<file path="config.mk">
export PLATFORM = sky130hd
export DESIGN_NAME = input_top
export DESIGN_NICKNAME = d
export VERILOG_FILES = /design/src/source/input_pkg.sv /design/src/source/rec_pkg.sv /design/src/source/rec_mem_if.sv /design/src/source/input_top.sv /design/src/source/joy_merge.sv /design/src/source/mouse_paddle.sv /design/src/source/pause_ctrl.sv /design/src/source/rec_arbiter.sv /design/src/source/rec_inputs.sv
export VERILOG_INCLUDE_DIRS = /design/src /design/src/source
export SDC_FILE = /design/constraint.sdc
export NUM_CORES = 1
export LEC_CHECK = 0
export BUFFER_PORTS_ARGS = -buffer_cell sky130_fd_sc_hd__buf_2
export CORE_MARGIN = 1.5
export CORE_UTILIZATION = 40
export CTS_CLUSTER_DIAMETER = 150
export DETAILED_ROUTE_END_ITERATION = 7
export GPL_TIMING_DRIVEN = 1
export PLACE_DENSITY_LB_ADDON = 0.08
export SLEW_MARGIN = 10
export SYNTH_ARGS = -nofsm -noshare
export SYNTH_HDL_FRONTEND = slang
export SYNTH_SLANG_ARGS = --single-unit
</file>
<file path="constraint.sdc">
create_clock -name clk -period 2.9 [get_ports clk]
set_input_delay 0.145 -clock clk [delete_from_list [all_inputs] [get_ports clk]]
set_output_delay 0.145 -clock clk [all_outputs]
set_load 0.01 [all_outputs]
</file>
<file path="src/source/input_config.svh">
//**********************************************************
// Player input configuration
// Button count, recording RAM size and paddle reset value
//**********************************************************

`ifndef INPUT_CONFIG_SVH
`define INPUT_CONFIG_SVH

// Fire buttons per player
// Moves start, coin and pause in the cabinet word
`define INPUT_BUTTONS 2

// Address width of the recording RAM
// 6 bits give one byte for each of 64 frames
`define INPUT_REC_AW 6

// Paddle position after reset
`define INPUT_PADDLE_INIT 8'h80

`endif

</file>
<file path="src/source/input_pkg.sv">
//**********************************************************
// Player input types
// Game and cabinet joystick words, the button layout of a
// cabinet joystick and the pause states
//**********************************************************
`include "input_config.svh"

package input_pkg;

    // Right, left, down, up, then fire buttons
    typedef logic [9:0] joy_word_t;

    // Cabinet word with start, coin and pause after the buttons
    typedef logic [15:0] board_joy_t;

    // Bit positions inside a cabinet joystick word
    localparam int JOY_START_BIT = 4 + `INPUT_BUTTONS;
    localparam int JOY_COIN_BIT  = JOY_START_BIT + 1;
    localparam int JOY_PAUSE_BIT = JOY_COIN_BIT + 1;

    // Pause FSM
    typedef enum logic [1:0] {
        RUNNING,
        PAUSED,
        ADVANCE
    } pause_state_e;

endpackage

</file>
<file path="src/source/rec_pkg.sv">
//**********************************************************
// Input recording types
// Record byte layout, recorder FSM states and RAM owner
//**********************************************************

package rec_pkg;

    // One frame of player 1 inputs
    typedef struct packed {
        logic       coin;
        logic       start;
        logic [5:0] joy;
    } rec_byte_t;

    typedef enum logic [1:0] {
        IDLE,
        WRITE,
        FULL
    } rec_state_e;

    // Owner of the recording RAM in a given cycle
    typedef enum logic [1:0] {
        NONE,
        HOST,
        RECORDER
    } mem_owner_e;

endpackage

</file>
<file path="src/source/rec_mem_if.sv">
//**********************************************************
// Recording memory interface
// Write request and grant between recorder and arbiter
//**********************************************************
`timescale 1ns/1ps
`include "input_config.svh"

interface rec_mem_if import rec_pkg::*; ();

    logic                     req;
    logic [`INPUT_REC_AW-1:0] addr;
    rec_byte_t                wdata;
    // Write takes place on the edge that sees gnt high
    logic                     gnt;

    modport recorder (output req, output addr, output wdata, input gnt);
    modport memory (input req, input addr, input wdata, output gnt);

endinterface

</file>
<file path="src/source/input_top.sv">
//**********************************************************
// Player input top level
// Joystick merge, pause, mouse paddle and input recording
// with host readout of the recording
//**********************************************************
`timescale 1ns/1ps
`include "input_config.svh"

module input_top import input_pkg::*; (
    input  logic                     clk,
    input  logic                     reset,
    input  board_joy_t               board_joy1,
    input  board_joy_t               board_joy2,
    input  joy_word_t                key_joy1,
    input  joy_word_t                key_joy2,
    input  logic [1:0]               board_coin,
    input  logic [1:0]               board_start,
    input  logic [1:0]               key_coin,
    input  logic [1:0]               key_start,
    input  logic                     key_pause,
    input  logic                     osd_pause,
    input  logic                     key_service,
    input  logic                     vs,
    input  logic                     lvbl,
    input  logic signed [8:0]        mouse_dx,
    input  logic                     mouse_st,
    input  logic [7:0]               hw_paddle,
    input  logic                     ioctl_rd,
    input  logic [`INPUT_REC_AW-1:0] ioctl_addr,
    output joy_word_t                game_joy1,
    output joy_word_t                game_joy2,
    output logic [1:0]               game_coin,
    output logic [1:0]               game_start,
    output logic                     game_pause,
    output logic [7:0]               game_paddle,
    output logic [7:0]               ioctl_merged,
    output logic                     rec_full
);

    logic      joy_pause;
    rec_mem_if rec_mem ();

    joy_merge joy_merge_i (
        .clk         (clk),
        .reset       (reset),
        .board_joy1  (board_joy1),
        .board_joy2  (board_joy2),
        .key_joy1    (key_joy1),
        .key_joy2    (key_joy2),
        .board_coin  (board_coin),
        .board_start (board_start),
        .key_coin    (key_coin),
        .key_start   (key_start),
        .game_joy1   (game_joy1),
        .game_joy2   (game_joy2),
        .game_coin   (game_coin),
        .game_start  (game_start),
        .joy_pause   (joy_pause)
    );

    // Service key steps one frame while paused
    pause_ctrl pause_ctrl_i (
        .clk        (clk),
        .reset      (reset),
        .key_pause  (key_pause),
        .joy_pause  (joy_pause),
        .osd_pause  (osd_pause),
        .adv_frame  (key_service),
        .lvbl       (lvbl),
        .game_pause (game_pause)
    );

    mouse_paddle mouse_paddle_i (
        .clk       (clk),
        .reset     (reset),
        .hw_paddle (hw_paddle),
        .mouse_dx  (mouse_dx),
        .mouse_st  (mouse_st),
        .paddle    (game_paddle)
    );

    rec_inputs rec_inputs_i (
        .clk   (clk),
        .reset (reset),
        .vs    (vs),
        .coin  (game_coin[0]),
        .start (game_start[0]),
        .joy   (game_joy1[5:0]),
        .mem   (rec_mem.recorder),
        .full  (rec_full)
    );

    rec_arbiter rec_arbiter_i (
        .clk       (clk),
        .reset     (reset),
        .mem       (rec_mem.memory),
        .host_rd   (ioctl_rd),
        .host_addr (ioctl_addr),
        .host_data (ioctl_merged)
    );

endmodule

</file>
<file path="src/source/joy_merge.sv">
//**********************************************************
// Joystick merge
// Combines cabinet and keyboard controls into registered
// game joysticks, coins and starts
//**********************************************************
`timescale 1ns/1ps

module joy_merge import input_pkg::*; (
    input  logic       clk,
    input  logic       reset,
    input  board_joy_t board_joy1,
    input  board_joy_t board_joy2,
    input  joy_word_t  key_joy1,
    input  joy_word_t  key_joy2,
    input  logic [1:0] board_coin,
    input  logic [1:0] board_start,
    input  logic [1:0] key_coin,
    input  logic [1:0] key_start,
    output joy_word_t  game_joy1,
    output joy_word_t  game_joy2,
    output logic [1:0] game_coin,
    output logic [1:0] game_start,
    output logic       joy_pause
);

    logic [1:0] joy_coin;
    logic [1:0] joy_start;

    // Coin and start buttons on the cabinet joysticks
    assign joy_coin  = {board_joy2[JOY_COIN_BIT], board_joy1[JOY_COIN_BIT]};
    assign joy_start = {board_joy2[JOY_START_BIT], board_joy1[JOY_START_BIT]};

    always_ff @(posedge clk) begin
        if (reset) begin
            game_joy1  <= '0;
            game_joy2  <= '0;
            game_coin  <= '0;
            game_start <= '0;
            joy_pause  <= 1'b0;
        end else begin
            game_joy1  <= board_joy1[9:0] | key_joy1;
            game_joy2  <= board_joy2[9:0] | key_joy2;
            game_coin  <= board_coin | key_coin | joy_coin;
            game_start <= board_start | key_start | joy_start;
            // Either player can pause
            joy_pause  <= board_joy1[JOY_PAUSE_BIT] | board_joy2[JOY_PAUSE_BIT];
        end
    end

endmodule

</file>
<file path="src/source/mouse_paddle.sv">
//**********************************************************
// Mouse paddle
// Moves the paddle by mouse steps with saturation. A moving
// hardware paddle takes over
//**********************************************************
`timescale 1ns/1ps
`include "input_config.svh"

module mouse_paddle (
    input  logic              clk,
    input  logic              reset,
    input  logic [7:0]        hw_paddle,
    input  logic signed [8:0] mouse_dx,
    input  logic              mouse_st,
    output logic [7:0]        paddle
);

    logic [7:0] hw_paddle_l;
    logic [9:0] sum;
    logic [7:0] sat;

    // Ten bits hold any position plus any step
    assign sum = {2'b00, paddle} + {mouse_dx[8], mouse_dx};

    always_comb begin
        if (sum[9])
            sat = 8'h00;
        else if (sum[8])
            sat = 8'hff;
        else
            sat = sum[7:0];
    end

    always_ff @(posedge clk) begin
        if (reset) begin
            paddle      <= `INPUT_PADDLE_INIT;
            hw_paddle_l <= hw_paddle;
        end else begin
            hw_paddle_l <= hw_paddle;
            // Hardware paddle wins over a mouse step
            if (hw_paddle != hw_paddle_l)
                paddle <= hw_paddle;
            else if (mouse_st)
                paddle <= sat;
        end
    end

endmodule

</file>
<file path="src/source/pause_ctrl.sv">
//**********************************************************
// Pause control
// Toggles pause from keyboard or joystick and steps one
// frame at a time, ending each step on vertical blank
//**********************************************************
`timescale 1ns/1ps

module pause_ctrl import input_pkg::*; (
    input  logic clk,
    input  logic reset,
    input  logic key_pause,
    input  logic joy_pause,
    input  logic osd_pause,
    input  logic adv_frame,
    input  logic lvbl,
    output logic game_pause
);

    pause_state_e state;
    pause_state_e state_next;
    logic         key_pause_l;
    logic         joy_pause_l;
    logic         adv_frame_l;
    logic         lvbl_l;
    logic         toggle;
    logic         advance;
    logic         lvbl_fall;

    assign toggle    = (key_pause & ~key_pause_l) | (joy_pause & ~joy_pause_l);
    assign advance   = adv_frame & ~adv_frame_l;
    // Start of vertical blank
    assign lvbl_fall = lvbl_l & ~lvbl;

    always_comb begin
        state_next = state;
        case (state)
            RUNNING: begin
                if (toggle)
                    state_next = PAUSED;
            end
            PAUSED: begin
                if (toggle)
                    state_next = RUNNING;
                else if (advance)
                    state_next = ADVANCE;
            end
            ADVANCE: begin
                // A pause press during a step resumes normal play
                if (toggle)
                    state_next = RUNNING;
                else if (lvbl_fall)
                    state_next = PAUSED;
            end
            default: state_next = RUNNING;
        endcase
    end

    always_ff @(posedge clk) begin
        if (reset) begin
            state       <= RUNNING;
            game_pause  <= 1'b0;
            key_pause_l <= 1'b0;
            joy_pause_l <= 1'b0;
            adv_frame_l <= 1'b0;
            lvbl_l      <= 1'b0;
        end else begin
            state       <= state_next;
            // OSD menu forces pause in any state
            game_pause  <= osd_pause | (state_next == PAUSED);
            key_pause_l <= key_pause;
            joy_pause_l <= joy_pause;
            adv_frame_l <= adv_frame;
            lvbl_l      <= lvbl;
        end
    end

endmodule

</file>
<file path="src/source/rec_arbiter.sv">
//**********************************************************
// Recording RAM arbiter
// Holds the record bytes. Host reads take the cycle first
// and recorder writes fill the free cycles
//**********************************************************
`timescale 1ns/1ps
`include "input_config.svh"

module rec_arbiter import rec_pkg::*; (
    input  logic                     clk,
    input  logic                     reset,
    rec_mem_if.memory                mem,
    input  logic                     host_rd,
    input  logic [`INPUT_REC_AW-1:0] host_addr,
    output logic [7:0]               host_data
);

    logic [7:0] ram [0:(1 << `INPUT_REC_AW) - 1];
    mem_owner_e owner;

    always_comb begin
        if (host_rd)
            owner = HOST;
        else if (mem.req)
            owner = RECORDER;
        else
            owner = NONE;
    end

    // One-cycle grant since the recorder drops req right after it
    assign mem.gnt = (owner == RECORDER);

    always_ff @(posedge clk) begin
        if (owner == RECORDER)
            ram[mem.addr] <= mem.wdata;
    end

    always_ff @(posedge clk) begin
        if (reset)
            host_data <= 8'h00;
        else if (owner == HOST)
            host_data <= ram[host_addr];
    end

endmodule

</file>
<file path="src/source/rec_inputs.sv">
//**********************************************************
// Input recorder
// Stores player 1 coin, start and joystick once per frame
// until the recording RAM is full
//**********************************************************
`timescale 1ns/1ps
`include "input_config.svh"

module rec_inputs import rec_pkg::*; (
    input  logic        clk,
    input  logic        reset,
    input  logic        vs,
    input  logic        coin,
    input  logic        start,
    input  logic [5:0]  joy,
    rec_mem_if.recorder mem,
    output logic        full
);

    localparam logic [`INPUT_REC_AW-1:0] LAST_ADDR = '1;

    rec_state_e state;
    logic       vs_l;
    logic       vs_rise;

    assign vs_rise = vs & ~vs_l;
    assign full    = (state == FULL);

    always_ff @(posedge clk) begin
        if (reset) begin
            state    <= IDLE;
            mem.req  <= 1'b0;
            mem.addr <= '0;
            vs_l     <= 1'b0;
        end else begin
            vs_l <= vs;
            case (state)
                IDLE: begin
                    if (vs_rise) begin
                        mem.req <= 1'b1;
                        state   <= WRITE;
                    end
                end
                WRITE: begin
                    // Frames during a pending write are dropped
                    if (mem.gnt) begin
                        mem.req <= 1'b0;
                        if (mem.addr == LAST_ADDR) begin
                            state <= FULL;
                        end else begin
                            mem.addr <= mem.addr + 1'b1;
                            state    <= IDLE;
                        end
                    end
                end
                default: begin
                    // Nothing more is recorded until reset
                end
            endcase
        end
    end

    // Record byte held for the whole request
    always_ff @(posedge clk) begin
        if (state == IDLE && vs_rise)
            mem.wdata <= '{coin: coin, start: start, joy: joy};
    end

endmodule

</file>
-- After elaboration in Yosys (flattened, before gate mapping)
Memories as Yosys holds them, arrays and structs flattened. A register that Yosys moved wholly into a read port is not among the register bits.
Index checks and enable logic that the tools add are counted.
- flip-flop bits (word level): 66
- bits in writable memories: 512
- word-level logic and storage cells: 82
- memories kept: 1
- bits of input ports: 92
- output and inout bits: 42
- memory list (name ; words ; width ; read ports ; clocked after Yosys merged registers in ; wr ports ; RTL line ; text):
    rec_arbiter_i.ram ; 64 ; 8 ; 1 ; 1 ; 1 ; rec_arbiter.sv:18 ; logic [7:0] ram [0:(1 << `INPUT_REC_AW) - 1];
- bitwise operators: 20
- add/subtract/negate cells: 2
- equal/unequal tests: 11
- reduce and logical (&&, ||, !) cells: 7
- multiplexer cells: 21
- operator list (cell ; number):
    two-way mux 8 bit ; 4
    two-way mux 2 bit ; 10
    bitwise OR 10 bit ; 2
    adder 9 x 9 -> 10 bit ; 1
    == test 2 x 1 -> 1 bit, second input constant ; 4
    != test 8 bit ; 1
    bitwise OR 2 bit ; 4
    adder 6 x 1 -> 6 bit, second input constant ; 1
    == test 2 bit, second input constant ; 3
    == test 6 bit, second input constant ; 1
    inverter 1 bit ; 6
    case mux 2 bit (3 select lines) ; 1
    AND reduction 3 bit ; 2
    AND 1 bit ; 5
    logical NOT 2 bit ; 2
    two-way mux 1 bit ; 4
    != test 2 x 1 -> 1 bit, second input constant ; 2
    case mux 2 bit (2 select lines) ; 1
    nonzero test 2 bit ; 2
    bitwise OR 1 bit ; 3
    case mux 1 bit (2 select lines) ; 1
    logical AND 1 bit ; 1

-- Logic depth before layout (Yosys ltp)
Gate-level depths: netlist of the first run.
- depth after elaboration: 7
- mapped depth: 9
- depth with buffers taken out: 8

-- Hierarchy
A second synthesis of the first run with hierarchy kept.
- cell total of the unflattened synthesis: 1308
- area, all modules: 22794.4 µm²
- by module, submodules not included (module ; seq. area each (µm²) ; cells an instance ; times used ; area each (µm²)):
    rec_arbiter ; 15534.9 ; 1040 ; 1 ; 20189.4
    mouse_paddle ; 320.3 ; 110 ; 1 ; 980.9
    joy_merge ; 500.5 ; 78 ; 1 ; 729.4
    rec_inputs ; 420.4 ; 53 ; 1 ; 628.1
    pause_ctrl ; 140.1 ; 27 ; 1 ; 266.5

-- Least setup slack after synthesis of the first run
Ideal clock, no wire load.
- path kind: register to register
- from: register mouse_paddle_i.paddle[0]
- to: register mouse_paddle_i.paddle[2]
- period minus slack after synthesis: 2114 ps
- required time: 2830 ps
- path buffers: 0
- library setup time: 70 ps
- cell stages (with the launch flop): 9
- setup slack: 786 ps
- data arrival time: 2043 ps
- cell sequence: dfxtp_1 -> ha_1 -> fa_1 -> a211oi_1 -> o21ai_0 -> a31oi_1 -> xnor2_1 -> o21ai_0 -> a21oi_1
- word-level cells in the longest chain between the ends: 5
- ends and longest elaborated chain (element ; RTL line ; text):
    start: declaration ; mouse_paddle.sv:15 ; output logic [7:0] paddle
    start signal: assignment ; mouse_paddle.sv:36 ; paddle <= `INPUT_PADDLE_INIT;
    start signal: assignment ; mouse_paddle.sv:42 ; paddle <= hw_paddle;
    start signal: assignment ; mouse_paddle.sv:44 ; paddle <= sat;
    adder 9 x 9 -> 10 bit (*) ; mouse_paddle.sv:23 ; assign sum = {2'b00, paddle} + {mouse_dx[8], mouse_dx};
    two-way mux 8 bit ; mouse_paddle.sv:28 ; else if (sum[8])
    two-way mux 8 bit (*) ; mouse_paddle.sv:26 ; if (sum[9])
    two-way mux 8 bit (*) ; mouse_paddle.sv:43 ; else if (mouse_st)
    two-way mux 8 bit (*) ; mouse_paddle.sv:41 ; if (hw_paddle != hw_paddle_l)
Mark *: on every way between the ends. The rest lies on a longest branch, timed or not. The select of a mux whose other input is x is not followed.
A chain may end at the register's enable or synchronous reset.

-- Final worst setup path of the first run
- from: register mouse_paddle_i.paddle[0]
- to: register mouse_paddle_i.paddle[3]
The elaborated chain is that of the path after synthesis.

==> flow_metrics.tcl, run 1 <==
set metrics [dict create \
    worstMarginPinSlew_ps 894 \
    clock_latency_ps 620 \
    drc 0 \
    cts_root_buf "clkbuf_16" \
    cp_max_fo 8 \
    start_kind "register" \
    netlist.area_leader.share_pct 68.4 \
    worst_ep_required_time_ps 3450 \
    irDropWorstVdd_mv 0.487 \
    synth_area_mm2 0.0228 \
    r2r_start "mouse_paddle_i.paddle[0]$_SDFFE_PP0P_" \
    swShare_pct 21.4 \
    clock_sinks 585 \
    path_class "reg2reg" \
    rsz0062_at_grt "no" \
    hold_viol 0 \
    hold_depth 4 \
    slew_viol_final 0 \
    die_area_mm2 0.0586 \
    pwr-share-clk_pct 41.9 \
    path_clk_slew_ps 60 \
    setup_viol 0 \
    synthDistinctLibCells 49 \
    die_y_um 242 \
    ys.warnings.count 0 \
    power.switching_mw 3.82 \
    grt_max_degree 65 \
    hpwlAfterDp_um 34100 \
    core_mm2 0.0564 \
    avgSynthCellArea_um2 17.0 \
    fin_util_pct 48.9 \
    yosys-top-cells-area "edfxtp_1, mux4_2, dfxtp_1" \
    gp_congestion 0.788 \
    grt_use_total_pct 19.2 \
    htreeDepth 2 \
    synth_cells 1347 \
    async_flop_share_pct 0 \
    period_share_pct 83.5 \
    fin_nets 1733 \
    maxSlewHeadroom_pct 40.2 \
    io_pins 134 \
    initial_core_util_pct 40.5 \
    port_buffers 121 \
    final_cell_mix "edfxtp_1, nor2_1, mux2i_1, buf_2, buf_4" \
    antenna_found_initial 1 \
    skew_ps 15.5 \
    arrival_ps 2970 \
    vias 12753 \
    synth-edff-count 520 \
    cts_resized 0 \
    areaGrowthSynthToFinish_pct 20.6 \
    drive_gt1_share_pct 22.6 \
    ant_nets 0 \
    seq_area_frac_synth_pct 74.0 \
    internal-power_mw 14.0 \
    post-cts-setup-buffer-count 0 \
    synth-main-ff-cell "edfxtp_1" \
    dieWidth_um 242 \
    fmax_ghz 0.413 \
    power_mw 17.8 \
    grt_pass1_vias 13010 \
    routedWlPerCell_um 23.1 \
    drt-initial-drc-count 1018 \
    reg2reg_to "mouse_paddle_i.paddle[3]$_SDFFE_PP0P_" \
    dp_cells 2258 \
    clk_path_buf_depth 3 \
    n_fill_cell 4856 \
    grt_pass1_wl_um 83300 \
    synth-seq-cells 585 \
    power_frac_seq_pct 52.1 \
    maxCapViolCount 0 \
    stdcell_count 2437 \
    hold_end "mouse_paddle_i.paddle[1]$_SDFFE_PP0P_" \
    syn_nets 1449 \
    power_density_mw_per_mm2 647 \
    synth_area_leader_cell "edfxtp_1" \
    leakagePower_nw 9.77 \
    rows 87 \
    status "completed" \
    period_needed_ps 2420 \
    numCtsBuffers 61 \
    cts_tree "built" \
    comb_power_share_pct 6.0 \
    fin_setup_tns_ps 0 \
    reg2reg_slack_ps 480 \
    via_per_inst 5.23 \
    finalWirelength_um 56300 \
    grt_remaining_overflow 0 \
    hold_class "in2reg" \
    final_common_cell "edfxtp_1" \
    first_pass_iters 5 \
    reg2reg_depth 8 \
    worstHoldStart "mouse_dx[1]" \
    cp-end-kind "register" \
]
==> kinds of logic (layout without fill, tap and decap cells) <==
kind of cell	count (synthesis)	in the layout	synth area share [%]
AOI/OAI and AO/OA	179	179	5.26
xor gates and xnor gates	17	17	0.652
adders and majority gates	10	10	0.581
buffers and inverters	114	447	2.33
DFF	585	585	74.0
muxes	194	194	12.0
other	0	1	0
and+or+nand+nor	248	248	5.12
==> routing by layer <==
| layer | GRT usage, % | vias up | part of all wire (%) |
|---|---|---|---|
| li1 | - | 5843 | - |
| met1 | 26.0 | 6502 | 44 |
| met2 | 32.4 | 332 | 49 |
| met3 | 3.41 | 76 | 5.2 |
| met4 | 4.25 | 0 | 1.8 |
| met5 | 0 | - | 0 |
==> stage by stage <==
step	hold slack, ps	setup slack (ps)	cell area [um^2]
CTS	16.1	499	27500
global placement	300	475	25000
global route	101	317	27500
detailed placement	300	465	25000
finish	59.6	478	27600
floorplan	173	786	22800
==> registers in the layout, indices dropped and copies added (netlist names), 2 cells and up <==
name,cells
mouse_paddle_i.paddle,8
mouse_paddle_i.hw_paddle_l,8
rec_inputs_i.state,2
joy_merge_i.game_coin,2
joy_merge_i.game_joy1,10
joy_merge_i.game_joy2,10
rec_arbiter_i.ram,512
rec_arbiter_i.host_data,8
joy_merge_i.game_start,2
rec_inputs_i.mem.wdata,8
rec_inputs_i.mem.addr,6
pause_ctrl_i.state,2
==> critical path, cell delays in order (launching register included) <==
cell and delay, ps:
dfxtp_1 330, ha_1 240, fa_1 440, a211oi_1 310, o21ai_0 150, a31oi_1 210
xnor2_1 290, o21ai_0 200, a21oi_1 170
==> layout make-up <==
cell class                      count  area [um^2]  area share [%]
Antenna cell                        1         2.50         0.00908
Clock buffer                       93         1760            6.39
Clock inverter                     19          146           0.531
Inverter                           44          165           0.599
Multi-Input combinational cell    648         5410            19.6
Sequential cell                   585        16900            61.4
Tap cell                          756          946            3.43
Timing Repair Buffer              291         2210            8.02
==> timing repair <==
action / in CTS / in global routing
hold endpoints to repair: 57 / 0
hold buffers: 66 / 0
endpoints found under the setup margin: 0 / 0
==> synthesized netlist by cell type, drive strengths merged (8+ instances only) <==
cell type and count:
a22oi 64, a31oi 21, a21oi 30, nor2 133, dfxtp 65, buf 46, o21ai 22, o22ai 17
a221o 8, nand3 35, ha 9, mux2i 130, nand2 11, xnor2 14, inv 44, clkbuf 24
nor2b 29, mux4 64, nor3b 9, edfxtp 520
==> power groups by stage <==
stage	registers [mW]	logic (mW)	clock network, mW
after floorplan	9.54	0.512	0
after global placement	9.48	1.00	0
after detailed placement	9.48	1.01	0
after CTS	9.30	1.08	7.64
after global routing	9.30	1.16	7.95
final	9.30	1.07	7.47
==> how the worst max path moves through the flow <==
stage,startpoint,cells after the start,to
6_report,mouse_paddle_i.paddle[0]$_SDFFE_PP0P_,8,mouse_paddle_i.paddle[3]$_SDFFE_PP0P_
5_1_grt,mouse_paddle_i.paddle[0]$_SDFFE_PP0P_,8,mouse_paddle_i.paddle[4]$_SDFFE_PP0P_
4_1_cts,mouse_paddle_i.paddle[0]$_SDFFE_PP0P_,8,mouse_paddle_i.paddle[3]$_SDFFE_PP0P_
3_5_place_dp,ioctl_addr[0],7,rec_arbiter_i.host_data[1]$_SDFFE_PP0N_
3_3_place_gp,ioctl_addr[0],7,rec_arbiter_i.host_data[1]$_SDFFE_PP0N_
2_1_floorplan,mouse_paddle_i.paddle[0]$_SDFFE_PP0P_,8,mouse_paddle_i.paddle[2]$_SDFFE_PP0P_
(Power assumes the default switching activity.)
==> inputs of run 2 (changes only) <==
--- a/config.mk
+++ b/config.mk
@@ -6,6 +6,7 @@
 export SDC_FILE = /design/constraint.sdc
 export NUM_CORES = 1
 export LEC_CHECK = 0
+export ABC_AREA = 1
 export BUFFER_PORTS_ARGS = -buffer_cell sky130_fd_sc_hd__buf_2
 export CORE_MARGIN = 1.5
 export CORE_UTILIZATION = 40
==> constraint.sdc (replaced) <==
create_clock -name clk -period 2.14 [get_ports clk]
set_input_delay 0.107 -clock clk [delete_from_list [all_inputs] [get_ports clk]]
set_output_delay 0.107 -clock clk [all_outputs]
set_load 0.01 [all_outputs]
==> run 2 against run 1 <==
  * Clock skew increased by 1.5 ps
  * Cell area grew 5.3%
  * Sequential share of layout area fell by 3.1 points
  * Combinational power increased by 78%
  * Critical path depth rose by 3
  * Sequential power is 35% higher
  * Highest routed layer unchanged
  * The run now ends with design-rule violations left
  * Synthesized area is 4.9% higher
  * Wire length up 16%
  * Clock power up 35%
==> flow_metrics.tcl, run 2 <==
set metrics [dict create \
    worstHoldStart "mouse_dx[8]" \
    io_pins 134 \
    drt-initial-drc-count 1053 \
    yosys-top-cells-count "nand2_1, edfxtp_1, nand3_1" \
    path_class "reg2reg" \
    ant_nets 0 \
    power_density_mw_per_mm2 848 \
    drc 2 \
    reg2reg_to "rec_arbiter_i.host_data[0]$_SDFFE_PP0N_" \
    drive_gt1_share_pct 14.4 \
    synth_area_leader_cell "edfxtp_1" \
    die_y_um 248 \
    period_share_pct 90.3 \
    via_per_inst 5.10 \
    hold_viol 0 \
    n_fill_cell 5338 \
    synthDistinctLibCells 33 \
    top_regs "rec_arbiter_i.ram (512), joy_merge_i.game_joy1 (10), joy_merge_i.game_joy2 (10)" \
    port_buffers 121 \
    rsz0062_at_grt "no" \
    regMostFlops "rec_arbiter_i.ram" \
    avgSynthCellArea_um2 11.2 \
    post-cts-setup-buffer-count 0 \
    cts_tree "built" \
    gp_congestion 0.826 \
    ys.warnings.count 0 \
    synth-edff-count 520 \
    irDropWorstVdd_mv 0.659 \
    finalWirelength_um 65100 \
    maxSlewHeadroom_pct 47.7 \
    arrival_ps 2460 \
    leakagePower_nw 11.1 \
    cts_root_buf "clkbuf_16" \
    netlist.area_leader.share_pct 65.2 \
    antenna_found_initial 0 \
    path_clk_slew_ps 60 \
    grt_use_total_pct 21.3 \
    seqCellArea_mm2 0.0169 \
    yosysMostFrequentCell "nand2_1" \
    grt_max_degree 65 \
    rows 89 \
    htreeDepth 2 \
    diodes 0 \
    fmax_ghz 0.517 \
    skew_ps 17.1 \
    synth-seq-cells 585 \
    fin_setup_tns_ps 0 \
    first_pass_iters 7 \
    areaGrowthSynthToFinish_pct 21.1 \
    power_mw 24.6 \
    synth-main-ff-cell "edfxtp_1" \
    setup_viol 0 \
    syn_nets 2242 \
    grt_pass1_wl_um 97700 \
    synth_area_mm2 0.0240 \
    worst_ep_required_time_ps 2670 \
    clk_path_buf_depth 3 \
    numCtsBuffers 61 \
    failed_checks "design-rule violations" \
    cp_max_fo 1 \
    initial_core_util_pct 40.5 \
    dieWidth_um 248 \
    start_kind "register" \
    clock_latency_ps 620 \
    period_needed_ps 1930 \
    maxCapViolCount 0 \
    grt_pass1_vias 16226 \
    clock_sinks 585 \
    slew_viol_final 0 \
    hpwlAfterDp_um 39100 \
    worstMarginPinSlew_ps 785 \
    grt_remaining_overflow 0 \
    fin_nets 2541 \
    die_area_mm2 0.0614 \
    multi_input_area_mm2 0.00606 \
    vias 16627 \
    reg2reg_depth 11 \
    yosys-top-cells-area "edfxtp_1, nand3_1, nand2_1" \
    cp-end-kind "register" \
    routedWlPerCell_um 19.9 \
    reg2reg_slack_ps 210 \
    core_mm2 0.0591 \
    seq_area_frac_synth_pct 70.6 \
    hold_end "mouse_paddle_i.paddle[7]$_SDFFE_PP1P_" \
    hold_depth 6 \
    final_common_cell "nand2_1" \
    hold_class "in2reg" \
    r2r_start "rec_arbiter_i.ram[54][0]$_DFFE_PP_" \
    status "finished with violations" \
    synth_cells 2140 \
    async_flop_share_pct 0 \
    final_cell_mix "nand2_1, edfxtp_1, nand3_1, nor2_1, buf_2" \
    largest_reg_flops 512 \
]
## run 2: cell types whose count changed after synthesis, moves of 20 or more
cell	delta
nand2_1	+646
a22oi_1	-64
mux4_2	-64
buf_2	+22
buf_6	+23
mux2i_1	-130
nor2b_1	-29
a31oi_1	-20
nand3_1	+458
## run 2: per-layer routing
layer,track usage [%],up-vias,share of wire [%]
met5,0,-,0
met4,6.10,0,2.4
met3,3.27,96,5.2
met2,34.6,450,47
met1,29.5,8051,45
li1,-,8030,-
## run 2: worst max path at each step
stage                                          start                                      end  slack, ps  cells after the start
5_1_grt        mouse_paddle_i.paddle[0]$_SDFFE_PP0P_    mouse_paddle_i.paddle[2]$_SDFFE_PP0P_         50                     11
4_1_cts        mouse_paddle_i.paddle[0]$_SDFFE_PP0P_    mouse_paddle_i.paddle[2]$_SDFFE_PP0P_        170                     11
2_1_floorplan  mouse_paddle_i.paddle[0]$_SDFFE_PP0P_    mouse_paddle_i.paddle[0]$_SDFFE_PP0P_        380                     10
3_3_place_gp   mouse_paddle_i.paddle[0]$_SDFFE_PP0P_    mouse_paddle_i.paddle[4]$_SDFFE_PP0P_        180                     11
6_report          rec_arbiter_i.ram[54][0]$_DFFE_PP_  rec_arbiter_i.host_data[0]$_SDFFE_PP0N_        210                     11
3_5_place_dp   mouse_paddle_i.paddle[0]$_SDFFE_PP0P_    mouse_paddle_i.paddle[1]$_SDFFE_PP0P_        190                     11
## run 2: through the flow
stage / std cells / instance area [um^2] / utilization (%) / setup slack [ps] / hold slack [ps]
after floorplan: 2140 / 24000 / - / 379 / 135
after global placement: 3050 / 26100 / 44.2 / 180 / 256
after detailed placement: 3050 / 26100 / 44.2 / 188 / 261
after CTS: 3263 / 29000 / 49.0 / 169 / 68.1
after global routing: 3263 / 29000 / 49.0 / 46.5 / 67.7
final: 3263 / 29000 / 49.0 / 208 / 60.0
## run 2: timing repair
| action | CTS | global route |
|---|---|---|
| endpoints found under the setup margin | 0 | 4 |
| hold endpoints to repair | 60 | 0 |
| hold buffers | 99 | 0 |
| resized for setup | 0 | 1 |
## run 2: area by class of cell
type	instances	area share [%]
clock buffers	83	5.79
clock inverters	31	0.703
inverters	61	0.815
multi-input cells	1374	20.9
flip-flops and latches	585	58.3
well taps	773	3.34
repair buffers	356	10.1
## run 2: cell families after synthesis
logic type / count (synthesis) / share of synthesized area [%]
AO/OA/AOI/OAI: 31 / 0.716
flip-flops: 585 / 70.6
buffers and inverters: 181 / 4.14
adder cells (fa/ha/maj): 10 / 0.554
AND/OR/NAND/NOR: 1325 / 23.7
XOR/XNOR: 8 / 0.293
## run 2: report_power, final
part	internal [mW]	total, mW	leakage, nW	switching [mW]
sequential	12.6	12.6	5.23	0.0657
clock	5.71	10.1	0.937	4.38
combinational	0.672	1.90	4.96	1.23
total	18.9	24.6	11.1	5.67
## run 2: critical path: stages, from the launching register on
cell and delay, ps:
edfxtp_1 360, nand2_1 70, nand3_1 60, nand3_1 160, nand3_1 180, nand2_1 150, nand2_1 70, nand3_1 70
dlygate4sd3_1 550, nand3_1 70, nand2_1 70, inv_1 30
==> inputs of run 3 (changes only) <==
==> constraint.sdc (replaced) <==
create_clock -name clk -period 2.14 [get_ports clk]
set_input_delay 0.321 -clock clk [delete_from_list [all_inputs] [get_ports clk]]
set_output_delay 0.321 -clock clk [all_outputs]
set_load 0.01 [all_outputs]
==> run 3 against run 2 <==
  * First-iteration DRC count up 8.5%
  * Hold slack improved by 13 ps
  * Count of clock-buffer cells in the layout is 3 lower
  * Sequential power about the same
  * Die area unchanged
  * Global-route usage shrank 0.47 points
  * The run still ends with design-rule violations left
==> flow_metrics.tcl, run 3 (synthesized netlist as in run 2, its figures left out) <==
set metrics [dict create \
    status "finished with violations" \
    failed_checks "design-rule violations" \
    diodes 0 \
    regMostFlops "rec_arbiter_i.ram" \
    fmax_ghz 0.507 \
    crit_slowest_cell "fa_1" \
    grt_pass1_vias 16037 \
    clock_sinks 585 \
    rows 89 \
    cp-end-kind "register" \
    hold_class "in2reg" \
    final_cell_mix "nand2_1, edfxtp_1, nand3_1, nor2_1, buf_2" \
    drive_gt1_share_pct 14.6 \
    antenna_found_initial 2 \
    period_share_pct 92.3 \
    die_area_mm2 0.0614 \
    finalWirelength_um 63500 \
    drt-initial-drc-count 1142 \
    core_mm2 0.0591 \
    arrival_ps 2520 \
    maxSlewHeadroom_pct 58.3 \
    gp_congestion 0.826 \
    clk_path_buf_depth 3 \
    path_cells "ha_1 > fa_1 > nand3_1 > nand2_1 > nand2_1 > nand2_1 > nand2_1 > nand2_1 > nand2_1 > nand3_1 > a21oi_1" \
    leakagePower_nw 11.1 \
    largest_reg_flops 512 \
    stdcell_area_mm2 0.0289 \
    critPathMostFrequentCell "nand2_1" \
    fin_nets 2510 \
    placed_cell_area_mm2 0.0262 \
    hold_viol 0 \
    multi_input_area_mm2 0.00605 \
    slew_viol_final 0 \
    fin_setup_tns_ps 0 \
    top_regs "rec_arbiter_i.ram (512), joy_merge_i.game_joy1 (10), joy_merge_i.game_joy2 (10)" \
    areaGrowthSynthToFinish_pct 20.6 \
    drc 1 \
    die_y_um 248 \
    worstMarginPinSlew_ps 626 \
    start_kind "register" \
    htreeDepth 2 \
    hold_depth 4 \
    stdcell_count 3233 \
    first_pass_iters 7 \
    cp_max_fo 8 \
    io_pins 134 \
    grt_use_total_pct 20.8 \
    hpwlAfterDp_um 38900 \
    maxCapViolCount 0 \
    final_common_cell "nand2_1" \
    irDropWorstVdd_mv 0.621 \
    rsz0062_at_grt "no" \
    slowest_delay_ps 420 \
    routedWlPerCell_um 19.6 \
    period_needed_ps 1970 \
    dp_cells 3056 \
    dieWidth_um 248 \
    port_buffers 121 \
    grt_remaining_overflow 0 \
    numCtsBuffers 61 \
    cts_resized 0 \
    setup_viol 0 \
    vias 16424 \
    path_clk_slew_ps 70 \
    skew_ps 12.4 \
    worst_ep_required_time_ps 2680 \
    initial_core_util_pct 40.5 \
    grt_max_degree 84 \
    n_fill_cell 5291 \
    cts_root_buf "clkbuf_16" \
    clock_latency_ps 620 \
    reg2reg_depth 11 \
    grt_pass1_wl_um 95700 \
    power_density_mw_per_mm2 877 \
    path_class "reg2reg" \
    seqCellArea_mm2 0.0169 \
    via_per_inst 5.08 \
    ant_nets 0 \
    cts_tree "built" \
]
==> run 3: final cells by class <==
type                    instances  share of cell area [%]
multi-input cells            1374                    21.0
inverters                      61                   0.818
well taps                     773                    3.35
repair buffers                325                    9.22
clock buffers                  80                    5.68
flip-flops and latches        585                    58.5
clock inverters                35                    1.44
==> run 3: per-layer routing <==
metal  GRT usage (%)  up-vias  part of all wire (%)
met5               0        -                 0.020
met4            5.33        2                   2.1
met3            3.18       87                   5.1
met2            33.2      436                    46
met1            29.7     7927                    46
li1                -     7972                     -
==> run 3: final timing paths <==
check	startpoint	end	slack, ps
worst max-delay path	mouse_paddle_i.paddle[0]$_SDFFE_PP0P_	mouse_paddle_i.paddle[0]$_SDFFE_PP0P_	170
worst min-delay path	ioctl_rd	rec_inputs_i.state[1]$_SDFFE_PP0P_	70
worst max register to register	mouse_paddle_i.paddle[0]$_SDFFE_PP0P_	mouse_paddle_i.paddle[0]$_SDFFE_PP0P_	170
worst min register to register	joy_merge_i.game_joy1[1]$_SDFF_PP0_	rec_inputs_i.mem.wdata[1]$_DFFE_PP_	430
==> run 3: metrics by stage <==
| step | utilization [%] | hold WS (ps) | total power, mW | setup slack, ps |
|---|---|---|---|---|
| 3_5_place_dp | 44.3 | 413 | 14.6 | 56.2 |
| 5_1_grt | 48.9 | 65.1 | 26.3 | 4.23 |
| 3_3_place_gp | 44.3 | 413 | 14.6 | 82.6 |
| 2_1_floorplan | - | 349 | 13.9 | 379 |
| 4_1_cts | 48.9 | 25.6 | 25.6 | 167 |
| 6_report | 48.9 | 72.9 | 25.4 | 166 |
==> run 3: repair_timing <==
action / CTS / global route
hold endpoints to repair: 38 / 0
hold buffers: 62 / 0
buffers inserted: 0 / 0
==> run 3: power by group <==
group          switching (mW)  internal, mW  total (mW)
Clock                    4.33          6.57        10.9
Sequential             0.0571          12.6        12.6
Combinational            1.21         0.634        1.85
==> run 3: critical path, delay by kind of cell, from the launching register on <==
family | cells | cell delay [ps]
flip-flops | 1 | 340
AO/OA/AOI/OAI | 1 | 160
AND/OR/NAND/NOR | 8 | 760
adder cells (fa/ha/maj) | 2 | 660
